<file path="config.mk">
export PLATFORM = sky130hd
export DESIGN_NAME = rv_core
export DESIGN_NICKNAME = d
export VERILOG_FILES = /design/src/rv_pkg.sv /design/src/rv_pipe_if.sv /design/src/rv_regfile.sv /design/src/rv_alu.sv /design/src/rv_mul_unit.sv /design/src/rv_decode_stage.sv /design/src/rv_exec_stage.sv /design/src/rv_core.sv
export SDC_FILE = /design/constraint.sdc
export NUM_CORES = 2
export LEC_CHECK = 0
export BUFFER_PORTS_ARGS = -buffer_cell sky130_fd_sc_hd__buf_2
export CAP_MARGIN = 20
export CORE_UTILIZATION = 50
export DETAILED_ROUTE_END_ITERATION = 8
export PLACE_DENSITY = 0.76
export SETUP_SLACK_MARGIN = 0.05
export SLEW_MARGIN = 20
export SYNTH_ARGS = -nofsm -noshare
export SYNTH_HDL_FRONTEND = slang
export SYNTH_SLANG_ARGS = --single-unit
</file>
<file path="constraint.sdc">
create_clock -name clk -period 5.6 [get_ports clk]
set_input_delay 0.84 -clock clk [delete_from_list [all_inputs] [get_ports clk]]
set_output_delay 0.84 -clock clk [all_outputs]
set_load 0.01 [all_outputs]
</file>
<file path="src/rv_pkg.sv">
package rv_pkg;

    typedef logic [31:0] xlen_t;
    typedef logic [4:0]  reg_idx_t;

    typedef enum logic [3:0] {
        ALU_ADD,
        ALU_SUB,
        ALU_SLL,
        ALU_SLT,
        ALU_SLTU,
        ALU_XOR,
        ALU_SRL,
        ALU_SRA,
        ALU_OR,
        ALU_AND,
        ALU_PASS_B
    } alu_op_t;

    // Major opcodes
    localparam logic [6:0] OPC_LUI    = 7'b0110111;
    localparam logic [6:0] OPC_OP_IMM = 7'b0010011;
    localparam logic [6:0] OPC_OP     = 7'b0110011;

    // funct3 for OP and OP-IMM
    localparam logic [2:0] F3_ADD_SUB = 3'b000;
    localparam logic [2:0] F3_SLL     = 3'b001;
    localparam logic [2:0] F3_SLT     = 3'b010;
    localparam logic [2:0] F3_SLTU    = 3'b011;
    localparam logic [2:0] F3_XOR     = 3'b100;
    localparam logic [2:0] F3_SRL_SRA = 3'b101;
    localparam logic [2:0] F3_OR      = 3'b110;
    localparam logic [2:0] F3_AND     = 3'b111;

    // funct7 variants
    localparam logic [6:0] FUNCT7_BASE   = 7'b0000000;
    localparam logic [6:0] FUNCT7_ALT    = 7'b0100000;
    localparam logic [6:0] FUNCT7_MULDIV = 7'b0000001;

    localparam int MUL_STEPS = 32;
    localparam int NUM_REGS  = 32;

endpackage

</file>
<file path="src/rv_pipe_if.sv">
`timescale 1ns/10ps

interface rv_id_ex_if;
    import rv_pkg::*;

    logic     valid;
    reg_idx_t rs1;
    reg_idx_t rs2;
    reg_idx_t rd;
    logic     rd_we;
    alu_op_t  alu_op;
    logic     is_mul;
    logic     use_rs1;
    logic     use_rs2;
    xlen_t    op_a;
    xlen_t    op_b;

    modport src (output valid, rs1, rs2, rd, rd_we, alu_op, is_mul,
                 use_rs1, use_rs2, op_a, op_b);
    modport dst (input valid, rs1, rs2, rd, rd_we, alu_op, is_mul,
                 use_rs1, use_rs2, op_a, op_b);
endinterface

interface rv_wb_if;
    import rv_pkg::*;

    logic     valid;
    reg_idx_t rd;
    xlen_t    data;

    modport src (output valid, rd, data);
    modport dst (input valid, rd, data);
    // Observation only, for the report ports
    modport mon (input valid, rd, data);
endinterface

</file>
<file path="src/rv_regfile.sv">
`timescale 1ns/10ps

module rv_regfile (
    input  logic             clk,
    input  logic             rst,
    input  rv_pkg::reg_idx_t rs1,
    input  rv_pkg::reg_idx_t rs2,
    output rv_pkg::xlen_t    data1,
    output rv_pkg::xlen_t    data2,
    rv_wb_if.dst             wb
);
    import rv_pkg::*;

    xlen_t regs [NUM_REGS];

    // Write-through so a same-cycle read sees the new value
    assign data1 = (rs1 == '0) ? '0 :
                   (wb.valid && wb.rd == rs1) ? wb.data : regs[rs1];
    assign data2 = (rs2 == '0) ? '0 :
                   (wb.valid && wb.rd == rs2) ? wb.data : regs[rs2];

    always_ff @(posedge clk) begin
        if (rst) begin
            for (int i = 0; i < NUM_REGS; i++) begin
                regs[i] <= '0;
            end
        end else if (wb.valid && wb.rd != '0) begin
            regs[wb.rd] <= wb.data;
        end
    end

endmodule

</file>
<file path="src/rv_alu.sv">
`timescale 1ns/10ps

module rv_alu (
    input  rv_pkg::alu_op_t op,
    input  rv_pkg::xlen_t   a,
    input  rv_pkg::xlen_t   b,
    output rv_pkg::xlen_t   result
);
    import rv_pkg::*;

    logic [4:0] shamt;

    assign shamt = b[4:0];

    always_comb begin
        case (op)
            ALU_ADD:    result = a + b;
            ALU_SUB:    result = a - b;
            ALU_SLL:    result = a << shamt;
            ALU_SLT:    result = {31'b0, $signed(a) < $signed(b)};
            ALU_SLTU:   result = {31'b0, a < b};
            ALU_XOR:    result = a ^ b;
            ALU_SRL:    result = a >> shamt;
            ALU_SRA:    result = $signed(a) >>> shamt;
            ALU_OR:     result = a | b;
            ALU_AND:    result = a & b;
            ALU_PASS_B: result = b;
            default:    result = '0;
        endcase
    end

endmodule

</file>
<file path="src/rv_mul_unit.sv">
`timescale 1ns/10ps

module rv_mul_unit (
    input  logic          clk,
    input  logic          rst,
    input  logic          start,
    input  rv_pkg::xlen_t a,
    input  rv_pkg::xlen_t b,
    output rv_pkg::xlen_t product,
    output logic          done
);
    import rv_pkg::*;

    logic                               active;
    logic [$clog2(MUL_STEPS + 1) - 1:0] steps;
    xlen_t                              acc;
    xlen_t                              mcand;
    xlen_t                              mplier;
    xlen_t                              acc_in;
    xlen_t                              mcand_in;
    xlen_t                              mplier_in;

    // First step happens on the start edge
    assign acc_in    = start ? '0 : acc;
    assign mcand_in  = start ? a : mcand;
    assign mplier_in = start ? b : mplier;

    assign done    = active && (steps == MUL_STEPS);
    assign product = acc;

    always_ff @(posedge clk) begin
        if (rst) begin
            active <= 1'b0;
            steps  <= '0;
        end else if (start) begin
            active <= 1'b1;
            steps  <= 1'b1;
        end else if (done) begin
            active <= 1'b0;
        end else if (active) begin
            steps <= steps + 1'b1;
        end
    end

    always_ff @(posedge clk) begin
        if (start || (active && !done)) begin
            acc    <= mplier_in[0] ? acc_in + mcand_in : acc_in;
            mcand  <= mcand_in << 1;
            mplier <= mplier_in >> 1;
        end
    end

    a_no_restart: assert property (@(posedge clk) disable iff (rst)
        start |-> !active);

endmodule

</file>
<file path="src/rv_decode_stage.sv">
`timescale 1ns/10ps

module rv_decode_stage (
    input  logic             clk,
    input  logic             rst,
    input  logic             instr_valid,
    output logic             instr_ready,
    input  rv_pkg::xlen_t    instr,
    input  logic             busy,
    output rv_pkg::reg_idx_t rf_rs1,
    output rv_pkg::reg_idx_t rf_rs2,
    input  rv_pkg::xlen_t    rf_data1,
    input  rv_pkg::xlen_t    rf_data2,
    rv_id_ex_if.src          id_ex
);
    import rv_pkg::*;

    xlen_t      ir;
    logic       ir_valid;
    logic [6:0] opcode;
    logic [2:0] funct3;
    logic [6:0] funct7;
    xlen_t      imm;
    logic       legal;

    function automatic alu_op_t base_op(input logic [2:0] f3);
        case (f3)
            F3_SLL:     return ALU_SLL;
            F3_SLT:     return ALU_SLT;
            F3_SLTU:    return ALU_SLTU;
            F3_XOR:     return ALU_XOR;
            F3_SRL_SRA: return ALU_SRL;
            F3_OR:      return ALU_OR;
            F3_AND:     return ALU_AND;
            default:    return ALU_ADD;
        endcase
    endfunction

    assign instr_ready = !busy;

    always_ff @(posedge clk) begin
        if (rst) begin
            ir_valid <= 1'b0;
        end else if (!busy) begin
            ir_valid <= instr_valid;
        end
    end

    always_ff @(posedge clk) begin
        if (instr_valid && instr_ready) begin
            ir <= instr;
        end
    end

    assign opcode = ir[6:0];
    assign funct3 = ir[14:12];
    assign funct7 = ir[31:25];
    assign rf_rs1 = ir[19:15];
    assign rf_rs2 = ir[24:20];

    always_comb begin
        id_ex.alu_op  = ALU_ADD;
        id_ex.is_mul  = 1'b0;
        id_ex.use_rs1 = 1'b0;
        id_ex.use_rs2 = 1'b0;
        legal         = 1'b0;
        imm           = '0;
        case (opcode)
            OPC_LUI: begin
                legal        = 1'b1;
                id_ex.alu_op = ALU_PASS_B;
                imm          = {ir[31:12], 12'b0};
            end
            OPC_OP_IMM: begin
                id_ex.use_rs1 = 1'b1;
                imm           = {{20{ir[31]}}, ir[31:20]};
                id_ex.alu_op  = base_op(funct3);
                if (funct3 == F3_SLL) begin
                    legal = (funct7 == FUNCT7_BASE);
                end else if (funct3 == F3_SRL_SRA) begin
                    legal = (funct7 == FUNCT7_BASE) || (funct7 == FUNCT7_ALT);
                    if (funct7 == FUNCT7_ALT) begin
                        id_ex.alu_op = ALU_SRA;
                    end
                end else begin
                    legal = 1'b1;
                end
            end
            OPC_OP: begin
                id_ex.use_rs1 = 1'b1;
                id_ex.use_rs2 = 1'b1;
                if (funct7 == FUNCT7_BASE) begin
                    legal        = 1'b1;
                    id_ex.alu_op = base_op(funct3);
                end else if (funct7 == FUNCT7_ALT) begin
                    legal        = (funct3 == F3_ADD_SUB) || (funct3 == F3_SRL_SRA);
                    id_ex.alu_op = (funct3 == F3_ADD_SUB) ? ALU_SUB : ALU_SRA;
                end else if (funct7 == FUNCT7_MULDIV) begin
                    // Only the low-word multiply is implemented
                    legal        = (funct3 == F3_ADD_SUB);
                    id_ex.is_mul = legal;
                end
            end
            default: begin
                legal = 1'b0;
            end
        endcase
    end

    assign id_ex.valid = ir_valid;
    assign id_ex.rs1   = rf_rs1;
    assign id_ex.rs2   = rf_rs2;
    assign id_ex.rd    = ir[11:7];
    assign id_ex.rd_we = legal && (ir[11:7] != '0);
    assign id_ex.op_a  = id_ex.use_rs1 ? rf_data1 : '0;
    assign id_ex.op_b  = id_ex.use_rs2 ? rf_data2 : imm;

    // Refused instruction must be held by the source
    a_instr_stable: assert property (@(posedge clk) disable iff (rst)
        instr_valid && !instr_ready |=> $stable(instr));

endmodule

</file>
<file path="src/rv_exec_stage.sv">
`timescale 1ns/10ps

module rv_exec_stage (
    input  logic    clk,
    input  logic    rst,
    rv_id_ex_if.dst id_ex,
    output logic    busy,
    rv_wb_if.src    wb
);
    import rv_pkg::*;

    logic     ex_valid;
    reg_idx_t ex_rd;
    logic     ex_rd_we;
    alu_op_t  ex_alu_op;
    logic     ex_is_mul;
    xlen_t    ex_a;
    xlen_t    ex_b;
    xlen_t    ex_result;
    xlen_t    alu_result;
    xlen_t    mul_product;
    logic     mul_start;
    logic     mul_done;
    logic     ex_fwd_a;
    logic     ex_fwd_b;
    logic     res_fwd_a;
    logic     res_fwd_b;
    xlen_t    fwd_a;
    xlen_t    fwd_b;
    logic     res_valid;
    reg_idx_t res_rd;
    xlen_t    res_data;

    rv_alu alu_i (
        .op     (ex_alu_op),
        .a      (ex_a),
        .b      (ex_b),
        .result (alu_result)
    );

    rv_mul_unit mul_i (
        .clk     (clk),
        .rst     (rst),
        .start   (mul_start),
        .a       (ex_a),
        .b       (ex_b),
        .product (mul_product),
        .done    (mul_done)
    );

    assign ex_result = ex_is_mul ? mul_product : alu_result;
    assign busy      = ex_valid && ex_is_mul && !mul_done;

    // Newest producer wins, x0 never forwarded
    assign ex_fwd_a  = id_ex.use_rs1 && id_ex.rs1 != '0 && ex_valid && ex_rd_we
                       && ex_rd == id_ex.rs1;
    assign ex_fwd_b  = id_ex.use_rs2 && id_ex.rs2 != '0 && ex_valid && ex_rd_we
                       && ex_rd == id_ex.rs2;
    assign res_fwd_a = id_ex.use_rs1 && id_ex.rs1 != '0 && res_valid && res_rd == id_ex.rs1;
    assign res_fwd_b = id_ex.use_rs2 && id_ex.rs2 != '0 && res_valid && res_rd == id_ex.rs2;

    assign fwd_a = ex_fwd_a ? ex_result : res_fwd_a ? res_data : id_ex.op_a;
    assign fwd_b = ex_fwd_b ? ex_result : res_fwd_b ? res_data : id_ex.op_b;

    always_ff @(posedge clk) begin
        if (rst) begin
            ex_valid  <= 1'b0;
            mul_start <= 1'b0;
            res_valid <= 1'b0;
            wb.valid  <= 1'b0;
        end else begin
            if (!busy) begin
                ex_valid <= id_ex.valid;
            end
            mul_start <= !busy && id_ex.valid && id_ex.is_mul;
            res_valid <= ex_valid && ex_rd_we && !busy;
            wb.valid  <= res_valid;
        end
    end

    always_ff @(posedge clk) begin
        if (!busy) begin
            ex_rd     <= id_ex.rd;
            ex_rd_we  <= id_ex.rd_we;
            ex_alu_op <= id_ex.alu_op;
            ex_is_mul <= id_ex.is_mul;
            ex_a      <= fwd_a;
            ex_b      <= fwd_b;
        end
        res_rd   <= ex_rd;
        res_data <= ex_result;
        wb.rd    <= res_rd;
        wb.data  <= res_data;
    end

    a_no_x0_report: assert property (@(posedge clk) disable iff (rst)
        wb.valid |-> wb.rd != '0);

endmodule

</file>
<file path="src/rv_core.sv">
`timescale 1ns/10ps

module rv_core (
    input  logic             clk,
    input  logic             rst,
    input  logic             instr_valid,
    output logic             instr_ready,
    input  rv_pkg::xlen_t    instr,
    output logic             wb_valid,
    output rv_pkg::reg_idx_t wb_rd,
    output rv_pkg::xlen_t    wb_data
);
    import rv_pkg::*;

    logic     busy;
    reg_idx_t rf_rs1;
    reg_idx_t rf_rs2;
    xlen_t    rf_data1;
    xlen_t    rf_data2;

    rv_id_ex_if id_ex_if ();
    rv_wb_if    wb_if ();

    rv_decode_stage decode_i (
        .clk         (clk),
        .rst         (rst),
        .instr_valid (instr_valid),
        .instr_ready (instr_ready),
        .instr       (instr),
        .busy        (busy),
        .rf_rs1      (rf_rs1),
        .rf_rs2      (rf_rs2),
        .rf_data1    (rf_data1),
        .rf_data2    (rf_data2),
        .id_ex       (id_ex_if.src)
    );

    rv_regfile regfile_i (
        .clk   (clk),
        .rst   (rst),
        .rs1   (rf_rs1),
        .rs2   (rf_rs2),
        .data1 (rf_data1),
        .data2 (rf_data2),
        .wb    (wb_if.dst)
    );

    rv_exec_stage exec_i (
        .clk   (clk),
        .rst   (rst),
        .id_ex (id_ex_if.dst),
        .busy  (busy),
        .wb    (wb_if.src)
    );

    // Report port mirrors the register file write
    assign wb_valid = wb_if.valid;
    assign wb_rd    = wb_if.rd;
    assign wb_data  = wb_if.data;

endmodule

</file>
==> run summary <==
status - finished, final reports clean
maximum clock path buffer count - 3
RSZ-0062 raised after global routing - false
Layout area overhead - 10.4%
final WL - 284 mm
Seq cells post-synth - 1321
Crit Path Class - register to register
Final Hold Vio Count - 0
clock power share - 41.8%
ranking of synthesized cells by area - edfxtp_1 47%, mux4_2 20%, and2_1 8.0%
Mapped Avg Cell Area - 13.3 um^2
sequential fraction of design power - 47.5%
Synth Flop Type - edfxtp_1
vias - 56999
first-pass GRT wire length - 404 mm
Pleak - 31.1 nW
Die Area - 0.158 mm^2
vias in the first global route - 55183
clock tree sinks - 1321
cts hold-fix bufs - 0
Synth Cell Area - 0.0781 mm^2
placed cell count - 7723
port bufs - 73
clock skew - 0.0482 ns
global router's overall resource usage - 35.8%
Post-Syn Instances - 5885
final core utilization - 55.8%
Post-synth EDFFs - 1225
Core Area - 0.155 mm^2
Setup-failing EPs final - 0
largest net degree at the start of global routing - 73
Worst Hold Depth - 1
drt wl/cell - 35.5 um
crit-path cells - inv_1 -> ha_1 -> nor4_1 -> nand3_1 -> o21ai_1 -> o31ai_2 -> buf_4 -> a21oi_1 -> a211oi_1 -> or3_1 -> o221ai_1 -> mux2i_1
number of remaining DRC errors - 0
WL met3 - 41.6 mm
Final Cycle Share - 83.8%
total gr overflow - 0
CTS tree - built
Rows - 144
min-delay worst type - primary input to register
Yosys top cell area share - 47.1%
Comb pwr share - 10.7%
Max Cap Violations - 0
met2 WL - 122 mm
hold endpoint - decode_i.ir[8]
worst r2r src - exec_i.ex_a[6]
max incr delay on CP - 0.68 ns
WP data required - 6.11 ns
H-Tree Depth - 4
hold_sp - instr[8]
clock buffer count from CTS - 144
setup bufs post-CTS - 0
DRT met1 WL - 103 mm
Post-synth top cells - 1225 x edfxtp_1, 1004 x and2_1, 703 x mux4_2
total iterations of the first detailed-routing run - 7
P_int - 17.9 mW
post-synthesis sequential area ratio - 49.5%
Max Used Layer - met5
IO Pins - 74
antenna-violating nets left - 0
Startpoint Class - register
Cell Pwr Density - 277 mW/mm^2
slowest stage cell on the critical path - edfxtp_1
sw power - 6.04 mW
Worst Tran Pin Value - 1.35 ns
worst rel slew slack - 8.77%
reg-to-reg endpoint - exec_i.ex_a[31]
layout net count - 6000
Unique masters post-synth - 91
Hold Slack - 0.213 ns
Slew Limit Fails - 0
Worst-Skew Late Latency - 0.82 ns
Yosys top cell by area - edfxtp_1
starting density of the core - 50.5%
Tmin final - 4.69 ns
Final TNS setup - 0 ns
most common cell in the synthesized netlist - edfxtp_1
Post-CTS Resized - 0
worst r2r path cells - 12
Peak Freq - 213 MHz
drt via density - 7.12
antenna violations before repair - 18
Arrival @ worst endpoint - 5.20 ns
sw frac - 25.2%
CP Capture Type - register
Layout Cells excl Fill - 8002
Syn. warnings - 0
crit-path max FO - 14
DPL Wire Length - 186 mm
Async SR Flop Fraction - 0%
setup slack, reg-to-reg - 0.91 ns
RD Place Congestion - 1.03
clock-pin slew on the worst setup and hold paths - 0.06 ns
die width - 397 um
layout cells sized above 1 - 24.4%
Vert. Die Dim - 397 um
IR drop worst, VDD - 0.353 mV
Initial DRC Count - 10143
Root Buffer - clkbuf_16
## placed cells by master, fill, tap and decap left out, types with 19 or more instances in the layout
master | netlist | routed
edfxtp_1 | 1225 | 1225
and2_1 | 1004 | 1004
mux4_2 | 703 | 703
nand2_1 | 264 | 262
buf_4 | 9 | 241
nor2_1 | 248 | 214
a21oi_1 | 207 | 207
o21ai_0 | 202 | 201
clkbuf_16 | 0 | 147
ha_1 | 136 | 136
inv_1 | 135 | 132
mux2i_1 | 106 | 106
mux2_2 | 85 | 85
dfxtp_1 | 96 | 82
buf_2 | 68 | 72
nor2b_1 | 59 | 59
nor3_1 | 57 | 56
o211ai_1 | 48 | 48
nand3_1 | 48 | 47
a221oi_1 | 45 | 45
xor2_1 | 41 | 41
a211oi_1 | 37 | 37
a21o_1 | 36 | 36
or2_2 | 39 | 33
a22oi_1 | 33 | 33
conb_1 | 2 | 33
clkbuf_1 | 432 | 31
a31oi_1 | 30 | 30
xnor2_1 | 26 | 26
clkinv_1 | 2 | 24
o22ai_1 | 24 | 24
nand2b_1 | 23 | 23
clkinv_2 | 0 | 22
or3_1 | 21 | 21
nor4_1 | 24 | 21
a221o_1 | 20 | 20
nor2_4 | 0 | 20
o221ai_1 | 19 | 19
## cells by family (layout without fill, tap and decap cells)
family	count (synthesis)	in the layout	share of synthesized area, %
AO/OA/AOI/OAI	875	875	7.39
XOR/XNOR	67	67	0.751
adder cells (fa/ha/maj)	139	139	2.25
buffers and inverters	703	733	3.59
flip-flops	1321	1321	49.5
multiplexers	902	902	23.1
other	2	45	0.00961
AND/OR/NAND/NOR	1876	1876	13.4
## metrics by stage
stage          power (mW)  setup WS [ns]  instance area (um^2)
6_report             23.9          0.908                 86300
5_1_grt              24.3          0.686                 86300
4_1_cts              23.8           1.06                 86200
3_5_place_dp         14.0           1.04                 81300
3_3_place_gp         14.0           1.12                 81300
2_1_floorplan        13.0           1.25                 78300
## critical path: cells and delay by family, from the launching register on
family | cells | cell delay [ns]
AO/OA/AOI/OAI | 5 | 1.61
buffers and inverters | 2 | 0.29
multiplexers | 1 | 0.12
AND/OR/NAND/NOR | 3 | 1.25
flip-flops | 1 | 0.68
adder cells (fa/ha/maj) | 1 | 0.49
## layout make-up
type / instances / area (um^2)
Sequential cell: 1321 / 38700
Clock inverter: 81 / 1030
Antenna cell: 12 / 30.0
Fill cell: 11999 / 68300
Tap cell: 2044 / 2560
Multi-Input combinational cell: 3892 / 37000
Inverter: 138 / 519
Clock buffer: 185 / 3890
Timing Repair Buffer: 329 / 2490
## registers in the layout, summed over array words and instances, names as in the netlist, 6 cells and up, named ones only
register	flops
exec_i.res_data	32
exec_i.ex_a	32
exec_i.mul_i.mcand	31
exec_i.mul_i.mplier	31
decode_i.ir	32
exec_i.mul_i.steps	6
exec_i.ex_b	32
exec_i.wb.data	32
exec_i.mul_i.product	31
regfile_i.regs	1024
## power groups by stage
stage | combinational (mW) | clock (mW) | sequential, mW
after floorplan | 1.68 | 0 | 11.3
after global placement | 2.44 | 0 | 11.5
after detailed placement | 2.47 | 0 | 11.5
after CTS | 2.48 | 10.0 | 11.3
after global routing | 2.59 | 10.4 | 11.4
final | 2.55 | 10.0 | 11.4
## metal layers
metal | vias up | global-route usage (%)
met2 | 5022 | 51.0
met4 | 20 | 18.0
met1 | 28663 | 49.2
li1 | 22443 | -
met3 | 851 | 11.5
met5 | - | 1.79
## how the worst max path moves through the flow
stage | start | endpoint | cells past startpoint
finish | exec_i.ex_a[6] | exec_i.ex_a[31] | 12
global route | exec_i.ex_a[7] | exec_i.ex_b[31] | 12
CTS | exec_i.ex_a[6] | exec_i.ex_b[31] | 12
floorplan | exec_i.mul_i.steps[0] | decode_i.ir[0] | 10
detailed placement | exec_i.ex_a[6] | exec_i.ex_b[31] | 12
global placement | exec_i.ex_a[6] | exec_i.ex_b[31] | 12
No activity file was read; power rests on OpenSTA's default activity.
